## src/include/issue_settings.svh

```systemverilog
`ifndef ISSUE_SETTINGS_SVH
`define ISSUE_SETTINGS_SVH

// Data path word
`define ISSUE_DATA_W 16

// ROB entry tag for eight entries
`define ISSUE_TAG_W 3

// Architectural register index
`define ISSUE_REG_W 3

// ALU reservation stations
`define ISSUE_NUM_ALU_RS 3

`endif

```

## src/hdl/issue_pkg.sv

```systemverilog
`include "issue_settings.svh"

package issue_pkg;

	localparam int RS_IDX_W = $clog2(`ISSUE_NUM_ALU_RS);

	typedef logic [`ISSUE_DATA_W-1:0] word_t;
	typedef logic [`ISSUE_TAG_W-1:0] tag_t;
	typedef logic [`ISSUE_REG_W-1:0] reg_idx_t;
	typedef logic [RS_IDX_W-1:0] rs_idx_t;

	// LC-3b opcodes from instr[15:12]
	typedef enum logic [3:0] {
		op_br   = 4'b0000,
		op_add  = 4'b0001,
		op_ldb  = 4'b0010,
		op_stb  = 4'b0011,
		op_jsr  = 4'b0100,
		op_and  = 4'b0101,
		op_ldr  = 4'b0110,
		op_str  = 4'b0111,
		op_rti  = 4'b1000,
		op_not  = 4'b1001,
		op_ldi  = 4'b1010,
		op_sti  = 4'b1011,
		op_jmp  = 4'b1100,
		op_shf  = 4'b1101,
		op_lea  = 4'b1110,
		op_trap = 4'b1111
	} opcode_e;

	typedef struct packed {
		word_t instr;
		word_t pc; // Already incremented
		logic  predict;
	} fetch_t;

	typedef struct packed {
		logic  busy;
		tag_t  tag; // Producer ROB entry
		word_t data;
	} reg_status_t;

	typedef struct packed {
		logic  valid;
		tag_t  tag;
		word_t data;
	} cdb_t;

	typedef struct packed {
		logic  valid;
		word_t data;
	} rob_read_t;

	// Either ready with value, or waiting on tag
	typedef struct packed {
		logic  ready;
		tag_t  tag;
		word_t value;
	} operand_t;

	typedef struct packed {
		opcode_e  opcode;
		rs_idx_t  station;
		operand_t j;
		operand_t k;
		tag_t     dest;
	} alu_issue_t;

	typedef struct packed {
		opcode_e  opcode;
		logic     store;
		operand_t base;
		operand_t src;
		word_t    offset;
		tag_t     dest; // Zero for stores
	} ldst_issue_t;

	typedef struct packed {
		opcode_e  opcode;
		reg_idx_t dest;
		word_t    value;
		logic     writes_reg;
	} rob_entry_t;

	typedef struct packed {
		reg_idx_t dest;
		tag_t     tag;
	} rename_t;

	typedef struct packed {
		logic  taken;
		word_t target;
	} redirect_t;

	typedef struct packed {
		opcode_e  opcode;
		reg_idx_t dest;
		logic     alu;
		logic     mem;
		logic     store;
		logic     branch;
		logic     lea;
		logic     use_imm;
		word_t    imm5;
		word_t    offset6;
		word_t    target;
	} decode_t;

endpackage

```

## src/hdl/instr_decoder.sv

```systemverilog
`timescale 1ns/10ps
`include "issue_settings.svh"

module instr_decoder
(
	input  issue_pkg::fetch_t           fetch,
	output issue_pkg::decode_t          dec,
	output logic [`ISSUE_REG_W-1:0]     rd_idx1,
	output logic [`ISSUE_REG_W-1:0]     rd_idx2
);

	import issue_pkg::*;

	word_t    instr;
	opcode_e  opcode;
	reg_idx_t dest_f;
	reg_idx_t sr1_f;
	reg_idx_t sr2_f;
	word_t    off9_adj;

	assign instr  = fetch.instr;
	assign opcode = opcode_e'(instr[15:12]);
	assign dest_f = instr[11:9];
	assign sr1_f  = instr[8:6];
	assign sr2_f  = instr[2:0];

	// PCoffset9 sign extended and word aligned
	assign off9_adj = {{(`ISSUE_DATA_W-10){instr[8]}}, instr[8:0], 1'b0};

	// Class flags
	always_comb
	begin
		dec.alu    = 1'b0;
		dec.mem    = 1'b0;
		dec.store  = 1'b0;
		dec.branch = 1'b0;
		dec.lea    = 1'b0;
		case (opcode)
			op_add, op_and, op_not:
			begin
				dec.alu = 1'b1;
			end
			op_ldr:
			begin
				dec.mem = 1'b1;
			end
			op_str:
			begin
				dec.mem   = 1'b1;
				dec.store = 1'b1;
			end
			op_br:
			begin
				dec.branch = 1'b1;
			end
			op_lea:
			begin
				dec.lea = 1'b1;
			end
			default:
			begin
				dec.alu = 1'b0; // Not issued by this stage
			end
		endcase
	end

	assign dec.opcode = opcode;
	assign dec.dest   = dest_f;

	// Bit 5 selects imm5; NOT has it set with all ones
	assign dec.use_imm = dec.alu & instr[5];

	assign dec.imm5    = {{(`ISSUE_DATA_W-5){instr[4]}}, instr[4:0]};
	assign dec.offset6 = {{(`ISSUE_DATA_W-7){instr[5]}}, instr[5:0], 1'b0};
	assign dec.target  = fetch.pc + off9_adj;

	// STR reads its source through the second port
	assign rd_idx1 = sr1_f;
	assign rd_idx2 = dec.store ? dest_f : sr2_f;

endmodule

```

## src/hdl/operand_resolver.sv

```systemverilog
`timescale 1ns/10ps

module operand_resolver
(
	input  issue_pkg::reg_status_t status,
	input  issue_pkg::cdb_t        cdb,
	input  issue_pkg::rob_read_t   rob,
	output issue_pkg::operand_t    opnd
);

	logic cdb_hit;

	// Producer broadcasting right now
	assign cdb_hit = cdb.valid && (cdb.tag == status.tag);

	always_comb
	begin
		opnd = '0;
		if (!status.busy)
		begin
			opnd.ready = 1'b1; // Committed value in register file
			opnd.value = status.data;
		end
		else if (cdb_hit)
		begin
			opnd.ready = 1'b1;
			opnd.value = cdb.data;
		end
		else if (rob.valid)
		begin
			// Finished but not yet committed
			opnd.ready = 1'b1;
			opnd.value = rob.data;
		end
		else
		begin
			opnd.ready = 1'b0;
			opnd.tag   = status.tag; // Wait on producer
		end
	end

endmodule

```

## src/hdl/issue_control.sv

```systemverilog
`timescale 1ns/10ps
`include "issue_settings.svh"

module issue_control
(
	input  logic                           clk,
	input  logic                           rst,
	input  logic                           flush,
	input  logic                           instr_valid,
	input  issue_pkg::decode_t             dec,
	input  logic [`ISSUE_DATA_W-1:0]       pc,
	input  logic                           predict,
	input  issue_pkg::operand_t            opnd1,
	input  issue_pkg::operand_t            opnd2,
	input  logic [`ISSUE_NUM_ALU_RS-1:0]   alu_busy,
	input  logic                           ldst_full,
	input  logic                           rob_full,
	input  logic [`ISSUE_TAG_W-1:0]        rob_tail,
	output logic                           stall,
	output issue_pkg::redirect_t           redirect,
	output logic                           alu_we,
	output issue_pkg::alu_issue_t          alu_pkt,
	output logic                           ldst_we,
	output issue_pkg::ldst_issue_t         ldst_pkt,
	output logic                           rob_we,
	output issue_pkg::rob_entry_t          rob_pkt,
	output logic                           rename_we,
	output issue_pkg::rename_t             rename_pkt
);

	import issue_pkg::*;

	logic     bubble; // Slot after a predicted-taken branch
	logic     hazard;
	logic     issue;
	logic     known_op;
	logic     writes_reg;
	logic     br_taken;
	rs_idx_t  free_rs;
	operand_t imm_opnd;

	// Structural hazards
	assign hazard = rob_full
		| (dec.alu & (&alu_busy))
		| (dec.mem & ldst_full);

	// Dropped slot neither stalls nor issues
	assign stall = instr_valid & ~bubble & hazard;
	assign issue = instr_valid & ~bubble & ~hazard;

	assign known_op   = dec.alu | dec.mem | dec.branch | dec.lea;
	assign writes_reg = dec.alu | (dec.mem & ~dec.store) | dec.lea;
	assign br_taken   = issue & dec.branch & predict;

	always_ff @(posedge clk)
	begin
		if (rst || flush)
			bubble <= 1'b0;
		else
			bubble <= br_taken; // Self clears as nothing issues in the bubble slot
	end

	// Lowest-numbered free station wins
	always_comb
	begin
		free_rs = '0;
		for (int i = `ISSUE_NUM_ALU_RS - 1; i >= 0; i--)
		begin
			if (!alu_busy[i])
				free_rs = rs_idx_t'(i);
		end
	end

	always_comb
	begin
		imm_opnd       = '0;
		imm_opnd.ready = 1'b1;
		imm_opnd.value = dec.imm5;
	end

	// Write strobes
	assign alu_we    = issue & dec.alu;
	assign ldst_we   = issue & dec.mem;
	assign rob_we    = issue & known_op;
	assign rename_we = issue & writes_reg;

	assign redirect.taken  = br_taken;
	assign redirect.target = dec.target;

	// ALU station packet
	always_comb
	begin
		alu_pkt.opcode  = dec.opcode;
		alu_pkt.station = free_rs;
		alu_pkt.j       = opnd1;
		alu_pkt.k       = dec.use_imm ? imm_opnd : opnd2;
		alu_pkt.dest    = rob_tail;
	end

	// Load/store buffer packet
	always_comb
	begin
		ldst_pkt.opcode = dec.opcode;
		ldst_pkt.store  = dec.store;
		ldst_pkt.base   = opnd1;
		ldst_pkt.src    = opnd2;
		ldst_pkt.offset = dec.offset6;
		ldst_pkt.dest   = dec.store ? '0 : rob_tail;
		if (!dec.store)
		begin
			ldst_pkt.src       = '0; // Loads carry no store data
			ldst_pkt.src.ready = 1'b1;
		end
	end

	// ROB entry
	always_comb
	begin
		rob_pkt.opcode     = dec.opcode;
		rob_pkt.dest       = writes_reg ? dec.dest : '0;
		rob_pkt.writes_reg = writes_reg;
		rob_pkt.value      = '0;
		if (dec.branch)
		begin
			// Predicted taken keeps the fall-through for recovery
			rob_pkt.value = predict ? pc : dec.target;
		end
		else if (dec.lea)
		begin
			rob_pkt.value = dec.target;
		end
	end

	assign rename_pkt.dest = dec.dest;
	assign rename_pkt.tag  = rob_tail; // New producer of dest

endmodule

```

## src/hdl/issue_stage.sv

```systemverilog
`timescale 1ns/10ps
`include "issue_settings.svh"

module issue_stage
(
	input  logic                           clk,
	input  logic                           rst,
	input  logic                           flush,
	input  issue_pkg::fetch_t              fetch,
	input  logic                           instr_valid,
	output logic                           stall,
	output issue_pkg::redirect_t           redirect,
	output logic [`ISSUE_REG_W-1:0]        rd_idx1,
	output logic [`ISSUE_REG_W-1:0]        rd_idx2,
	input  issue_pkg::reg_status_t         reg1,
	input  issue_pkg::reg_status_t         reg2,
	input  issue_pkg::cdb_t                cdb,
	output logic [`ISSUE_TAG_W-1:0]        rob_tag1,
	output logic [`ISSUE_TAG_W-1:0]        rob_tag2,
	input  issue_pkg::rob_read_t           rob1,
	input  issue_pkg::rob_read_t           rob2,
	input  logic                           rob_full,
	input  logic [`ISSUE_TAG_W-1:0]        rob_tail,
	input  logic [`ISSUE_NUM_ALU_RS-1:0]   alu_busy,
	input  logic                           ldst_full,
	output logic                           alu_we,
	output issue_pkg::alu_issue_t          alu_pkt,
	output logic                           ldst_we,
	output issue_pkg::ldst_issue_t         ldst_pkt,
	output logic                           rob_we,
	output issue_pkg::rob_entry_t          rob_pkt,
	output logic                           rename_we,
	output issue_pkg::rename_t             rename_pkt
);

	import issue_pkg::*;

	decode_t  dec;
	operand_t opnd1;
	operand_t opnd2;

	// ROB lookup by producer tag
	assign rob_tag1 = reg1.tag;
	assign rob_tag2 = reg2.tag;

	instr_decoder u_dec (
		.fetch   (fetch),
		.dec     (dec),
		.rd_idx1 (rd_idx1),
		.rd_idx2 (rd_idx2)
	);

	operand_resolver u_opnd1 (.status(reg1), .cdb(cdb), .rob(rob1), .opnd(opnd1));

	operand_resolver u_opnd2 (.status(reg2), .cdb(cdb), .rob(rob2), .opnd(opnd2));

	issue_control u_ctrl (
		.clk         (clk),
		.rst         (rst),
		.flush       (flush),
		.instr_valid (instr_valid),
		.dec         (dec),
		.pc          (fetch.pc),
		.predict     (fetch.predict),
		.opnd1       (opnd1),
		.opnd2       (opnd2),
		.alu_busy    (alu_busy),
		.ldst_full   (ldst_full),
		.rob_full    (rob_full),
		.rob_tail    (rob_tail),
		.stall       (stall),
		.redirect    (redirect),
		.alu_we      (alu_we),
		.alu_pkt     (alu_pkt),
		.ldst_we     (ldst_we),
		.ldst_pkt    (ldst_pkt),
		.rob_we      (rob_we),
		.rob_pkt     (rob_pkt),
		.rename_we   (rename_we),
		.rename_pkt  (rename_pkt)
	);

endmodule

```

## config.mk

```make
export PLATFORM = sky130hd
export DESIGN_NAME = issue_stage
export DESIGN_NICKNAME = d
export VERILOG_FILES = /design/src/hdl/issue_pkg.sv /design/src/hdl/instr_decoder.sv /design/src/hdl/operand_resolver.sv /design/src/hdl/issue_control.sv /design/src/hdl/issue_stage.sv
export VERILOG_INCLUDE_DIRS = /design/src /design/src/include
export SDC_FILE = /design/constraint.sdc
export NUM_CORES = 1
export LEC_CHECK = 0
export BUFFER_PORTS_ARGS = -buffer_cell sky130_fd_sc_hd__buf_2
export CORE_AREA = 8 8 115 117
export DETAILED_ROUTE_END_ITERATION = 12
export DIE_AREA = 0 0 123 125
export PLACE_DENSITY_LB_ADDON = 0.25
export SLEW_MARGIN = 5
export SYNTH_ARGS = -nofsm -noshare
export SYNTH_HDL_FRONTEND = slang
export SYNTH_SLANG_ARGS = --single-unit
```

## constraint.sdc

```tcl
create_clock -name clk -period 2.55 [get_ports clk]
set_input_delay 0.1275 -clock clk [delete_from_list [all_inputs] [get_ports clk]]
set_output_delay 0.1275 -clock clk [all_outputs]
set_load 0.02 [all_outputs]
```

==> impl_metrics.env <==
export IMPL_wl_mm=14.13
export IMPL_fillers=1340
export IMPL_postRouteAntennaNets=0
export IMPL_diodes=0
export IMPL_fp_row_count=40
export IMPL_area_growth_pct=44.13
export IMPL_use_met3=0.01530
export IMPL_synthCells=431
export IMPL_dpl_cell_count=806
export IMPL_hold_viol=0
export IMPL_min_from="flush"
export IMPL_drive_gt1_frac=0.5099
export IMPL_grt_max_degree=34
export IMPL_drv_cap=0
export IMPL_numPortBuffers=314
export IMPL_postCtsHoldBufs=0
export IMPL_hold_ws_ps=293.6
export IMPL_clk_pin_slew_worst_paths_ps=0
export IMPL_finClkSkew_ps=0
export IMPL_vias=3862
export IMPL_syn_num_nets=585
export IMPL_final_nets=815
export IMPL_core_area_um2=11610
export IMPL_async_reset_ff_frac=0
export IMPL_period_needed_ps=2381
export IMPL_synth_edf_count=0
export IMPL_yosysWarnings=0
export IMPL_top_register="u_ctrl.bubble"
export IMPL_rrSetupSlack_ps=1540
export IMPL_synth_avg_cell_area_um2=6.334
export IMPL_reg_largest_list="u_ctrl.bubble (1)"
export IMPL_start_util=0.2351
export IMPL_fp_dieH_um=125
export IMPL_startpoint="fetch[25]"
export IMPL_post_cts_setup_buffers=0
export IMPL_drcViolationCount=0
export IMPL_arrival_ps=2250
export IMPL_power_density_nw_per_um2=269.8
export IMPL_busiest_layer="met2"
export IMPL_grt_first_pass_wirelength_mm=20.95
export IMPL_synth_top_area_share=0.1897
export IMPL_grt_use_met1=0.2145
export IMPL_antenna_found_initial=0
export IMPL_yosysSeqAreaShare=0.007333
export IMPL_grt_pass1_vias=3812
export IMPL_slew_headroom=0.5414
export IMPL_finalSetupViolations=0
export IMPL_crit_type="in -> out"
export IMPL_grt_use_total=0.1647
export IMPL_die_area_um2=15380
export IMPL_largest_reg_flops=1
export IMPL_grtUsageMet2=0.2960
export IMPL_fin_total_pwr_mw=1.062
export IMPL_crit_path_max_fanout=11
export IMPL_dp_hpwl_mm=12.52
export IMPL_viasPerCell=4.792
export IMPL_gp_congestion=0.9203
export IMPL_rsz0062_at_grt="false"
export IMPL_crit_required_ps=2420
export IMPL_ir_drop_mv=0.1114
export IMPL_insertion_delay_ps=0
export IMPL_yosys_area_top_type="buf_4"
export IMPL_synth_area_top_cells="buf_4 (19%), nor2_1 (8.4%), a31oi_1 (7.6%)"
export IMPL_post_cts_resized=0
export IMPL_min_period_over_period=0.9336
export IMPL_crit_reg2reg_launch="u_ctrl.bubble$_SDFF_PP0_"
export IMPL_ys_types=49
export IMPL_drt_initial_drc_count=231
export IMPL_die_w_um=123
export IMPL_cellLeakagePower_nw=2.215
export IMPL_drv_slew=0
export IMPL_end_kind="output pin"
export IMPL_timing_fmax_mhz=420.1
export IMPL_yosys_register_bits=1
export IMPL_synth_area_um2=2730
export IMPL_instances_no_fill=806
export IMPL_grt_overflow=0
export IMPL_outcome="complete, no violations"
export IMPL_tightest_slew_ps=685.8
export IMPL_drtPass1Iterations=5
export IMPL_hp_class="in -> reg"
export IMPL_drt_wirelength_per_cell_um=17.53
export IMPL_boundaryPins=316
export IMPL_ys_flop_type="dfxtp_1"
export IMPL_finalSetupTns_ps=0
export IMPL_start_kind="primary input"
cell families after synthesis:
group                    after synthesis  share of synthesized area
AO/OA/AOI/OAI                         99                     0.2324
XOR/XNOR                              19                    0.06095
adder cells (fa/ha/maj)               15                    0.07150
buffers and inverters                104                     0.2429
flip-flops                             1                   0.007333
multiplexers                          20                    0.07470
other                                  1                   0.001374
AND/OR/NAND/NOR                      172                     0.3089
cells in the mapped netlist (2+ instances only):
library cell / n
a21o_1: 2
a21oi_1: 18
a22o_1: 13
a31oi_1: 33
and2_1: 12
and3_1: 4
and3_4: 2
and4_1: 3
buf_2: 2
buf_4: 69
clkbuf_1: 22
ha_1: 14
inv_1: 10
mux2_2: 3
mux2i_1: 17
nand2_1: 36
nand3_1: 23
nor2_1: 61
nor2b_1: 7
nor3_1: 6
nor3b_1: 7
o21ai_0: 22
or4_1: 2
xnor2_1: 16
xor2_1: 3
placed cells by master, fill, tap and decap left out, types with 2 or more instances in the layout:
cell type,n
buf_2,314
or4_1,2
and3_4,2
a21oi_2,2
and2_1,12
nand3_1,23
nor3_1,6
xnor2_1,16
nor2_1,61
inv_1,10
ha_1,14
a21o_1,2
mux2_2,3
a21oi_1,16
nor2b_1,7
o21ai_0,21
nand2_1,36
and4_1,3
a31oi_1,33
and3_1,4
a22o_1,13
xor2_1,3
mux2i_1,17
buf_4,8
nor3b_1,7
where the power goes:
group	internal, mW	total, mW	switching [mW]	leakage, nW
registers	0.0160	0.0160	0.0000142	0.00805
logic	0.377	1.05	0.668	2.21
clock network	0	0	0	0
total	0.393	1.06	0.668	2.21
area by class of cell:
class                   instances  area, µm²  share of cell area
flip-flops and latches          1      20.02            0.005087
multi-input cells             326       2062              0.5240
well taps                     147      183.9             0.04674
repair buffers                322       1632              0.4146
inverters                      10      37.54            0.009539
worst paths after layout:
kind | depth (start not counted) | endpoint
max | 9 | rob_pkt[16]
min | 2 | u_ctrl.bubble$_SDFF_PP0_
max reg2reg | 2 | u_ctrl.bubble$_SDFF_PP0_
min reg2reg | 2 | u_ctrl.bubble$_SDFF_PP0_
metrics by stage:
stage	util	cell area (µm²)	setup slack, ps
5_1_grt	0.3389	3935	0.5462
2_1_floorplan	-	2730	259.2
6_report	0.3389	3935	169.4
4_1_cts	0.3383	3928	65.58
3_3_place_gp	0.3383	3928	120.8
3_5_place_dp	0.3383	3928	76.91
routing by layer:
layer	vias up	wire (µm)
met4	0	100
met1	1773	5928
li1	1907	-
met3	6	1151
met5	-	0
met2	176	6947
worst max-delay path: stages:
cell and delay [ps]:
buf_2 180, ha_1 410, and4_4 280, nand3_2 80, o21bai_4 190, and3_4 180
or4_1 480, and3_1 170, buf_2 150
No activity file was read; power rests on OpenSTA's default activity.
